**config.mk**
```make
export PLATFORM = sky130hd
export DESIGN_NAME = datapath_flat
export DESIGN_NICKNAME = d
export VERILOG_FILES = /design/src/common/mips_pkg.sv /design/src/common/ctrl_if.sv /design/src/datapath/reg_file.sv /design/src/datapath/alu.sv /design/src/datapath/datapath.sv /design/src/flat_wrapper.sv
export SDC_FILE = /design/constraint.sdc
export NUM_CORES = 2
export LEC_CHECK = 0
export ABC_AREA = 1
export BUFFER_PORTS_ARGS = -buffer_cell sky130_fd_sc_hd__clkbuf_2
export CAP_MARGIN = 5
export CORE_MARGIN = 1
export CORE_UTILIZATION = 40
export CTS_BUF_LIST = sky130_fd_sc_hd__clkbuf_4 sky130_fd_sc_hd__clkbuf_8 sky130_fd_sc_hd__clkbuf_16
export DETAILED_ROUTE_END_ITERATION = 16
export MAX_ROUTING_LAYER = met4
export SLEW_MARGIN = 20
export SYNTH_ARGS = -nofsm -noshare
export SYNTH_HDL_FRONTEND = slang
export SYNTH_HIERARCHICAL = 1
export SYNTH_SLANG_ARGS = --single-unit
```
**constraint.sdc**
```tcl
create_clock -name clk -period 11.6 [get_ports clk]
set_input_delay 0.58 -clock clk [delete_from_list [all_inputs] [get_ports clk]]
set_output_delay 0.58 -clock clk [all_outputs]
set_load 0.02 [all_outputs]
```
**src/common/mips_pkg.sv**
```systemverilog
`default_nettype none

package mips_pkg;

  // Primary opcode field, instr[31:26]
  typedef enum logic [5:0] {
    op_special = 6'h00,  // R-type, decoded further by funct
    op_j       = 6'h02,
    op_jal     = 6'h03,
    op_beq     = 6'h04,
    op_bne     = 6'h05,
    op_addiu   = 6'h09,
    op_slti    = 6'h0A,
    op_andi    = 6'h0C,
    op_ori     = 6'h0D,
    op_lui     = 6'h0F,
    op_lb      = 6'h20,
    op_lw      = 6'h23,
    op_lbu     = 6'h24,
    op_sw      = 6'h2B
  } opcode_t;

  // Function field for op_special, instr[5:0]
  typedef enum logic [5:0] {
    fn_sll  = 6'h00,
    fn_srl  = 6'h02,
    fn_jr   = 6'h08,
    fn_addu = 6'h21,
    fn_subu = 6'h23,
    fn_and  = 6'h24,
    fn_or   = 6'h25,
    fn_xor  = 6'h26,
    fn_slt  = 6'h2A,
    fn_sltu = 6'h2B
  } funct_t;

  // ALU operation select
  typedef enum logic [3:0] {
    alu_add,   // Also used for address generation
    alu_sub,   // Branch compare goes through here
    alu_and,
    alu_or,
    alu_xor,
    alu_slt,
    alu_sltu,
    alu_sll,
    alu_srl,
    alu_lui    // Immediate into upper half
  } alu_op_t;

  // How the loaded word is formed
  typedef enum logic [1:0] {
    ld_word,
    ld_byte_s,  // lb
    ld_byte_u   // lbu
  } load_kind_t;

  localparam logic [4:0] reg_v0 = 5'd2;
  localparam logic [4:0] reg_v3 = 5'd3;
  localparam logic [4:0] reg_ra = 5'd31;  // Link register for jal

endpackage

`default_nettype wire

```
**src/common/ctrl_if.sv**
```systemverilog
`timescale 1ns/100ps
`default_nettype none

// Decoded control word, one instruction at a time
interface ctrl_if;

  logic                 reg_write;      // Write back this cycle
  logic                 reg_dst_rd;     // Destination is rd, else rt
  logic                 link;           // jal writes PC+4 to ra
  logic                 alu_src_imm;    // Operand b from immediate
  logic                 imm_zero_ext;   // Zero extend for andi and ori
  mips_pkg::alu_op_t    alu_op;
  logic                 mem_to_reg;     // Write back the loaded value
  mips_pkg::load_kind_t load_kind;
  logic                 mem_write;
  logic                 mem_read;
  logic                 pc_src_branch;  // Branch taken
  logic                 jump;           // j and jal
  logic                 jump_reg;       // jr

  modport dec (
    output reg_write, reg_dst_rd, link, alu_src_imm, imm_zero_ext, alu_op,
    output mem_to_reg, load_kind, mem_write, mem_read,
    output pc_src_branch, jump, jump_reg
  );

  modport dp (
    input reg_write, reg_dst_rd, link, alu_src_imm, imm_zero_ext, alu_op,
    input mem_to_reg, load_kind, mem_write, mem_read,
    input pc_src_branch, jump, jump_reg
  );

endinterface

`default_nettype wire

```
**src/datapath/reg_file.sv**
```systemverilog
`timescale 1ns/100ps
`default_nettype none

module reg_file (
  input  logic        clk,
  input  logic        reset,
  input  logic        write_en,
  input  logic [4:0]  read_a,
  input  logic [4:0]  read_b,
  input  logic [4:0]  write_addr,
  input  logic [31:0] write_data,
  output logic [31:0] data_a,
  output logic [31:0] data_b,
  output logic [31:0] v0,
  output logic [31:0] v3
);

  logic [31:0] regs [32];

  always_ff @(posedge clk) begin
    if (reset) begin
      for (int i = 0; i < 32; i++) begin
        regs[i] <= 32'h0;  // All registers start at zero
      end
    end else if (write_en && write_addr != 5'd0) begin
      regs[write_addr] <= write_data;  // Register 0 is never written
    end
  end

  // Asynchronous read ports
  assign data_a = regs[read_a];
  assign data_b = regs[read_b];

  // Taps for the top-level result ports
  assign v0 = regs[mips_pkg::reg_v0];
  assign v3 = regs[mips_pkg::reg_v3];

endmodule

`default_nettype wire

```
**src/datapath/alu.sv**
```systemverilog
`timescale 1ns/100ps
`default_nettype none

module alu (
  input  mips_pkg::alu_op_t op,
  input  logic [31:0]       a,
  input  logic [31:0]       b,
  input  logic [4:0]        shamt,
  output logic [31:0]       result,
  output logic              zero
);

  logic [31:0] sum;
  logic [31:0] diff;
  logic        less_signed;
  logic        less_unsigned;

  assign sum  = a + b;
  assign diff = a - b;

  assign less_signed   = $signed(a) < $signed(b);
  assign less_unsigned = a < b;

  always_comb begin
    case (op)
      mips_pkg::alu_add:  result = sum;
      mips_pkg::alu_sub:  result = diff;
      mips_pkg::alu_and:  result = a & b;
      mips_pkg::alu_or:   result = a | b;
      mips_pkg::alu_xor:  result = a ^ b;
      mips_pkg::alu_slt:  result = {31'h0, less_signed};
      mips_pkg::alu_sltu: result = {31'h0, less_unsigned};
      mips_pkg::alu_sll:  result = b << shamt;  // Shifts act on rt
      mips_pkg::alu_srl:  result = b >> shamt;  // Logical, zero fill
      mips_pkg::alu_lui:  result = {b[15:0], 16'h0000};
      default:            result = sum;
    endcase
  end

  // Used by beq and bne after a subtract
  assign zero = (result == 32'h0);

endmodule

`default_nettype wire

```
**src/datapath/datapath.sv**
```systemverilog
`timescale 1ns/100ps
`default_nettype none

module datapath #(
  parameter logic [31:0] reset_vector = 32'hBFC00000
) (
  input  logic        clk,
  input  logic        reset,
  input  logic        run,        // Retire the current instruction at this edge
  input  logic [31:0] instr,
  ctrl_if.dp          ctl,
  input  logic [31:0] read_data,  // Already in core byte order
  output logic        zero,
  output logic [31:0] pc,
  output logic [31:0] mem_address,
  output logic [31:0] write_data,
  output logic [31:0] register_v0,
  output logic [31:0] register_v3
);

  logic [4:0]  rs, rt, rd, shamt;
  logic [4:0]  write_addr;
  logic [15:0] imm;
  logic [31:0] imm_ext, pc_plus4, branch_target, jump_target, next_pc;
  logic [31:0] rs_data, rt_data, alu_b, alu_result;
  logic [7:0]  load_byte;
  logic [31:0] load_value, write_back;

  assign rs    = instr[25:21];
  assign rt    = instr[20:16];
  assign rd    = instr[15:11];
  assign shamt = instr[10:6];
  assign imm   = instr[15:0];

  assign imm_ext = ctl.imm_zero_ext ? {16'h0000, imm} : {{16{imm[15]}}, imm};

  assign pc_plus4      = pc + 32'd4;
  assign branch_target = pc_plus4 + {imm_ext[29:0], 2'b00};
  assign jump_target   = {pc_plus4[31:28], instr[25:0], 2'b00};  // Same 256 MB region

  // No delay slot, so the target is the very next fetch
  always_comb begin
    if (ctl.jump_reg) next_pc = rs_data;
    else if (ctl.jump) next_pc = jump_target;
    else if (ctl.pc_src_branch) next_pc = branch_target;
    else next_pc = pc_plus4;
  end

  always_ff @(posedge clk) begin
    if (reset) pc <= reset_vector;
    else if (run) pc <= next_pc;  // Holds on stall and after halt
  end

  reg_file reg_file_inst (
    .clk        (clk),
    .reset      (reset),
    .write_en   (run & ctl.reg_write),
    .read_a     (rs),
    .read_b     (rt),
    .write_addr (write_addr),
    .write_data (write_back),
    .data_a     (rs_data),
    .data_b     (rt_data),
    .v0         (register_v0),
    .v3         (register_v3)
  );

  assign alu_b = ctl.alu_src_imm ? imm_ext : rt_data;

  alu alu_inst (
    .op     (ctl.alu_op),
    .a      (rs_data),
    .b      (alu_b),
    .shamt  (shamt),
    .result (alu_result),
    .zero   (zero)
  );

  assign mem_address = alu_result;
  assign write_data  = rt_data;  // sw stores rt

  // Byte 0 of a word sits in bits 31:24 inside the core
  always_comb begin
    case (alu_result[1:0])
      2'd0:    load_byte = read_data[31:24];
      2'd1:    load_byte = read_data[23:16];
      2'd2:    load_byte = read_data[15:8];
      default: load_byte = read_data[7:0];
    endcase
    case (ctl.load_kind)
      mips_pkg::ld_byte_s: load_value = {{24{load_byte[7]}}, load_byte};
      mips_pkg::ld_byte_u: load_value = {24'h000000, load_byte};
      default:             load_value = read_data;
    endcase
  end

  assign write_addr = ctl.link ? mips_pkg::reg_ra : (ctl.reg_dst_rd ? rd : rt);
  assign write_back = ctl.link ? pc_plus4 : (ctl.mem_to_reg ? load_value : alu_result);

  // A misaligned jr target would break fetch
  assert property (@(posedge clk) disable iff (reset) pc[1:0] == 2'b00)
    else $error("PC not word aligned: %h", pc);

endmodule

`default_nettype wire

```
**src/flat_wrapper.sv**
```systemverilog
// flat-port wrapper written by rule: the top's interface ports become plain ports
module datapath_flat 
#(
  parameter logic [31:0] reset_vector = 32'hBFC00000
)
  (clk, reset, run, instr, read_data, zero, pc, mem_address, write_data, register_v0, register_v3, ctl_reg_write, ctl_reg_dst_rd, ctl_link, ctl_alu_src_imm, ctl_imm_zero_ext, ctl_alu_op, ctl_mem_to_reg, ctl_load_kind, ctl_mem_write, ctl_mem_read, ctl_pc_src_branch, ctl_jump, ctl_jump_reg);
  ctrl_if ctl_i ();
  input  logic clk;
  input  logic reset;
  input  logic run;
  input  logic [31:0] instr;
  input  logic [31:0] read_data;
  output logic zero;
  output logic [31:0] pc;
  output logic [31:0] mem_address;
  output logic [31:0] write_data;
  output logic [31:0] register_v0;
  output logic [31:0] register_v3;
  input wire logic [$bits(ctl_i.reg_write)-1:0] ctl_reg_write;
  input wire logic [$bits(ctl_i.reg_dst_rd)-1:0] ctl_reg_dst_rd;
  input wire logic [$bits(ctl_i.link)-1:0] ctl_link;
  input wire logic [$bits(ctl_i.alu_src_imm)-1:0] ctl_alu_src_imm;
  input wire logic [$bits(ctl_i.imm_zero_ext)-1:0] ctl_imm_zero_ext;
  input wire logic [$bits(ctl_i.alu_op)-1:0] ctl_alu_op;
  input wire logic [$bits(ctl_i.mem_to_reg)-1:0] ctl_mem_to_reg;
  input wire logic [$bits(ctl_i.load_kind)-1:0] ctl_load_kind;
  input wire logic [$bits(ctl_i.mem_write)-1:0] ctl_mem_write;
  input wire logic [$bits(ctl_i.mem_read)-1:0] ctl_mem_read;
  input wire logic [$bits(ctl_i.pc_src_branch)-1:0] ctl_pc_src_branch;
  input wire logic [$bits(ctl_i.jump)-1:0] ctl_jump;
  input wire logic [$bits(ctl_i.jump_reg)-1:0] ctl_jump_reg;
  assign ctl_i.reg_write = ctl_reg_write;
  assign ctl_i.reg_dst_rd = ctl_reg_dst_rd;
  assign ctl_i.link = ctl_link;
  assign ctl_i.alu_src_imm = ctl_alu_src_imm;
  assign ctl_i.imm_zero_ext = ctl_imm_zero_ext;
  assign ctl_i.alu_op = ctl_alu_op;
  assign ctl_i.mem_to_reg = ctl_mem_to_reg;
  assign ctl_i.load_kind = ctl_load_kind;
  assign ctl_i.mem_write = ctl_mem_write;
  assign ctl_i.mem_read = ctl_mem_read;
  assign ctl_i.pc_src_branch = ctl_pc_src_branch;
  assign ctl_i.jump = ctl_jump;
  assign ctl_i.jump_reg = ctl_jump_reg;
  datapath #(.reset_vector(reset_vector)) u_core (.clk(clk), .reset(reset), .run(run), .instr(instr), .ctl(ctl_i), .read_data(read_data), .zero(zero), .pc(pc), .mem_address(mem_address), .write_data(write_data), .register_v0(register_v0), .register_v3(register_v3));
endmodule
```
==> impl_metrics.tcl <==
set metrics [dict create \
    drt_first_pass_iters 7 \
    numCtsBuffers 119 \
    min_from "reset" \
    rsz0062_at_grt "no" \
    clockPowerShare 0.346 \
    reg2reg_from "u_core/reg_file_inst/regs[26][28]$_SDFFCE_PN0P_" \
    final_max_slew_viol_count 0 \
    nNetsFinal 10600 \
    postSynthAreaPerCell_um2 6.93 \
    seq_area_um2 31400 \
    clkLatencyLatePin_ns 0.81 \
    synth_ff_type "edfxtp_1" \
    synth_edf_count 1024 \
    clkTransAtPathRegs_ns 0.06 \
    maxCapViolCount 0 \
    yosysTopAreaCell "edfxtp_1" \
    intPower_w 0.00721 \
    fin_worst_skew_ns 0.0864 \
    leakage_nw 35.4 \
    cp-start-kind "input pin" \
    async_flop_share 0 \
    synth.distinct_cells 56 \
    die_h_um 430 \
    power_density_nw_per_um2 140 \
    synth_top_cell_area_share 0.420 \
    multi_input_area_um2 36200 \
    grt-ovfl-total 0 \
    wl_per_cell_um 27.3 \
    cts.path.max_buffers 3 \
    post_cts_resized 0 \
    cts.sinks 1056 \
    via_per_inst 5.93 \
    switchingPower_w 0.00399 \
    grt_first_pass_wirelength_um 495000 \
    synth.area.top_cells "edfxtp_1, nand2_1, nand3_1" \
    cts_tree "yes" \
    root_buffer "clkbuf_16" \
    ant_nets 0 \
    num-fill-cells 18400 \
    drive_gt1_frac 0.0703 \
    crit_type "in2reg" \
    maxSlewHeadroom 0.146 \
    hold_viol_final 0 \
    dpl.hpwl_um 231000 \
    core_area_um2 181000 \
    num_io_pins 245 \
    fin_crit_sh 0.761 \
    cpMaxStageDelayCell "inv_16" \
    yosys_register_bits 1056 \
    reg2reg_to "u_core/reg_file_inst/regs[7][29]$_SDFFCE_PN0P_" \
    grt.total_usage 0.378 \
    cp_common_cell "nand2_1" \
    grt_pass1_vias 71000 \
    syn_inst 10600 \
    crit_end "u_core/reg_file_inst/regs[7][29]$_SDFFCE_PN0P_" \
    vias 76300 \
    h-tree-depth 3 \
    ir_drop_mv 0.143 \
    drc 0 \
    start_util 0.404 \
    power_frac_seq 0.394 \
    die_area_um2 185000 \
    port_buffers 236 \
    max_freq_mhz 113 \
    fin_tns_setup_ns 0 \
    min_path_type "in2reg" \
    gp_congestion 1.06 \
    cpPeakStageDelay_ns 0.69 \
    yosysWarningCount 6 \
    r2r_cells 35 \
    worst_pin_slew_ns 1.27 \
    syn2layout_area_growth_pct 8.86 \
    drt_first_iter_violations 10700 \
    whs_ns 0.263 \
    crit_required_ns 12.23 \
    finalCriticalPeriod_ns 8.82 \
    cts_hold_buf 0 \
    status "finished clean" \
    critical_path_arrival_ns 9.46 \
    antenna_found_initial 12 \
    rrSetupSlack_ns 3.70 \
    wirelength_um 352000 \
    p_sw_frac 0.356 \
    die_w_um 430 \
    setup-violations-final 0 \
    num_rows 156 \
    p_comb_frac 0.260 \
    cp-end-kind "flop" \
    cp-startpoint "instr[16]" \
    syn_area_um2 73200 \
    synth_seq_area_share 0.429 \
    cts_setup_buffers 0 \
    grt_start_max_net_pins 220 \
    crit_fanout 219 \
]
[worst max-delay path, delay by kind of cell]
family / cells / cell delay (ns)
buffers and inverters: 10 / 3.00
adders and majority gates: 1 / 0.59
AOI/OAI and AO/OA: 5 / 1.52
and+or+nand+nor: 22 / 3.43
[synthesized netlist by cell type, types with 20 or more instances]
cell and number:
nand2_1 4028, nand3_1 2093, nor2_1 1326, edfxtp_1 1024, inv_1 536, buf_2 408, clkbuf_1 254, a21oi_1 175
ha_1 135, o21ai_0 112, nand4_1 43, buf_6 40, nor3_1 40, buf_1 37, dfxtp_1 32, o211ai_1 30
buf_4 29, o22ai_1 24, o21ai_1 20
[routing by layer]
layer / vias up / wire length (µm) / GRT usage
met5: - / 0 / -
met4: 0 / 25200 / 0.238
met3: 956 / 39600 / 0.0794
met2: 5048 / 154000 / 0.564
met1: 36200 / 133000 / 0.467
li1: 34100 / - / -
[power groups by stage]
stage / clock network [W] / registers [W] / logic (W)
2_1_floorplan: 0 / 0.00449 / 0.00163
3_3_place_gp: 0 / 0.00449 / 0.00278
3_5_place_dp: 0 / 0.00449 / 0.00280
4_1_cts: 0.00389 / 0.00441 / 0.00281
5_1_grt: 0.00404 / 0.00443 / 0.00306
6_report: 0.00387 / 0.00442 / 0.00291
[kinds of logic (layout without fill, tap and decap cells)]
| group | count (synthesis) | in the layout | share of synthesized area |
|---|---|---|---|
| flops | 1056 | 1056 | 0.429 |
| buf+inv | 1328 | 1222 | 0.0807 |
| compound gates | 411 | 411 | 0.0316 |
| other cells | 1 | 40 | 0.0000512 |
| mux | 12 | 12 | 0.00185 |
| fa+ha+maj | 138 | 138 | 0.0239 |
| xor+xnor | 24 | 24 | 0.00297 |
| simple gates | 7593 | 7593 | 0.430 |
[flip-flops by register name (all words and copies together), names as in the netlist]
name,count
u_core/pc,32
u_core/reg_file_inst/regs,1024
[metrics by stage]
step	std cells	utilization	total power (W)	cell area (µm²)	worst slack, ns
2_1_floorplan	10600	-	0.00612	73300	6.16
3_3_place_gp	12600	0.417	0.00727	75700	2.44
3_5_place_dp	12600	0.418	0.00729	75700	2.42
4_1_cts	12900	0.439	0.0111	79700	3.23
5_1_grt	12900	0.440	0.0115	79700	2.55
6_report	12900	0.440	0.0112	79700	2.78
[area by class of cell]
type / count / share of cell area
inverters: 558 / 0.0270
flip-flops and latches: 1056 / 0.394
diodes: 8 / 0.000251
well taps: 2370 / 0.0372
repair buffers: 446 / 0.0385
clock buffers: 148 / 0.0405
clock inverters: 70 / 0.00906
multi-input cells: 8210 / 0.454
[cells in the final DEF, fill, tap and decap left out, types with 39 or more instances in the layout]
cell       instances
a21oi_1          175
buf_4            193
clkbuf_16        120
clkbuf_2         227
edfxtp_1        1024
ha_1             135
inv_1            531
nand2_1         3998
nand3_1         2093
nand4_1           43
nor2_1          1324
nor3_1            39
o21ai_0          112
[worst min path at each step]
stage                                       to  slack [ns]  depth (start not counted)
floorplan            u_core/pc[0]$_SDFFE_PP0P_        0.55                          2
global placement     u_core/pc[1]$_SDFFE_PP0P_        0.47                          2
detailed placement   u_core/pc[1]$_SDFFE_PP0P_        0.48                          2
CTS                 u_core/pc[20]$_SDFFE_PP0P_        0.22                          2
global route        u_core/pc[17]$_SDFFE_PP0P_        0.27                          2
finish              u_core/pc[20]$_SDFFE_PP0P_        0.26                          2
No activity file was read; power rests on OpenSTA's default activity.
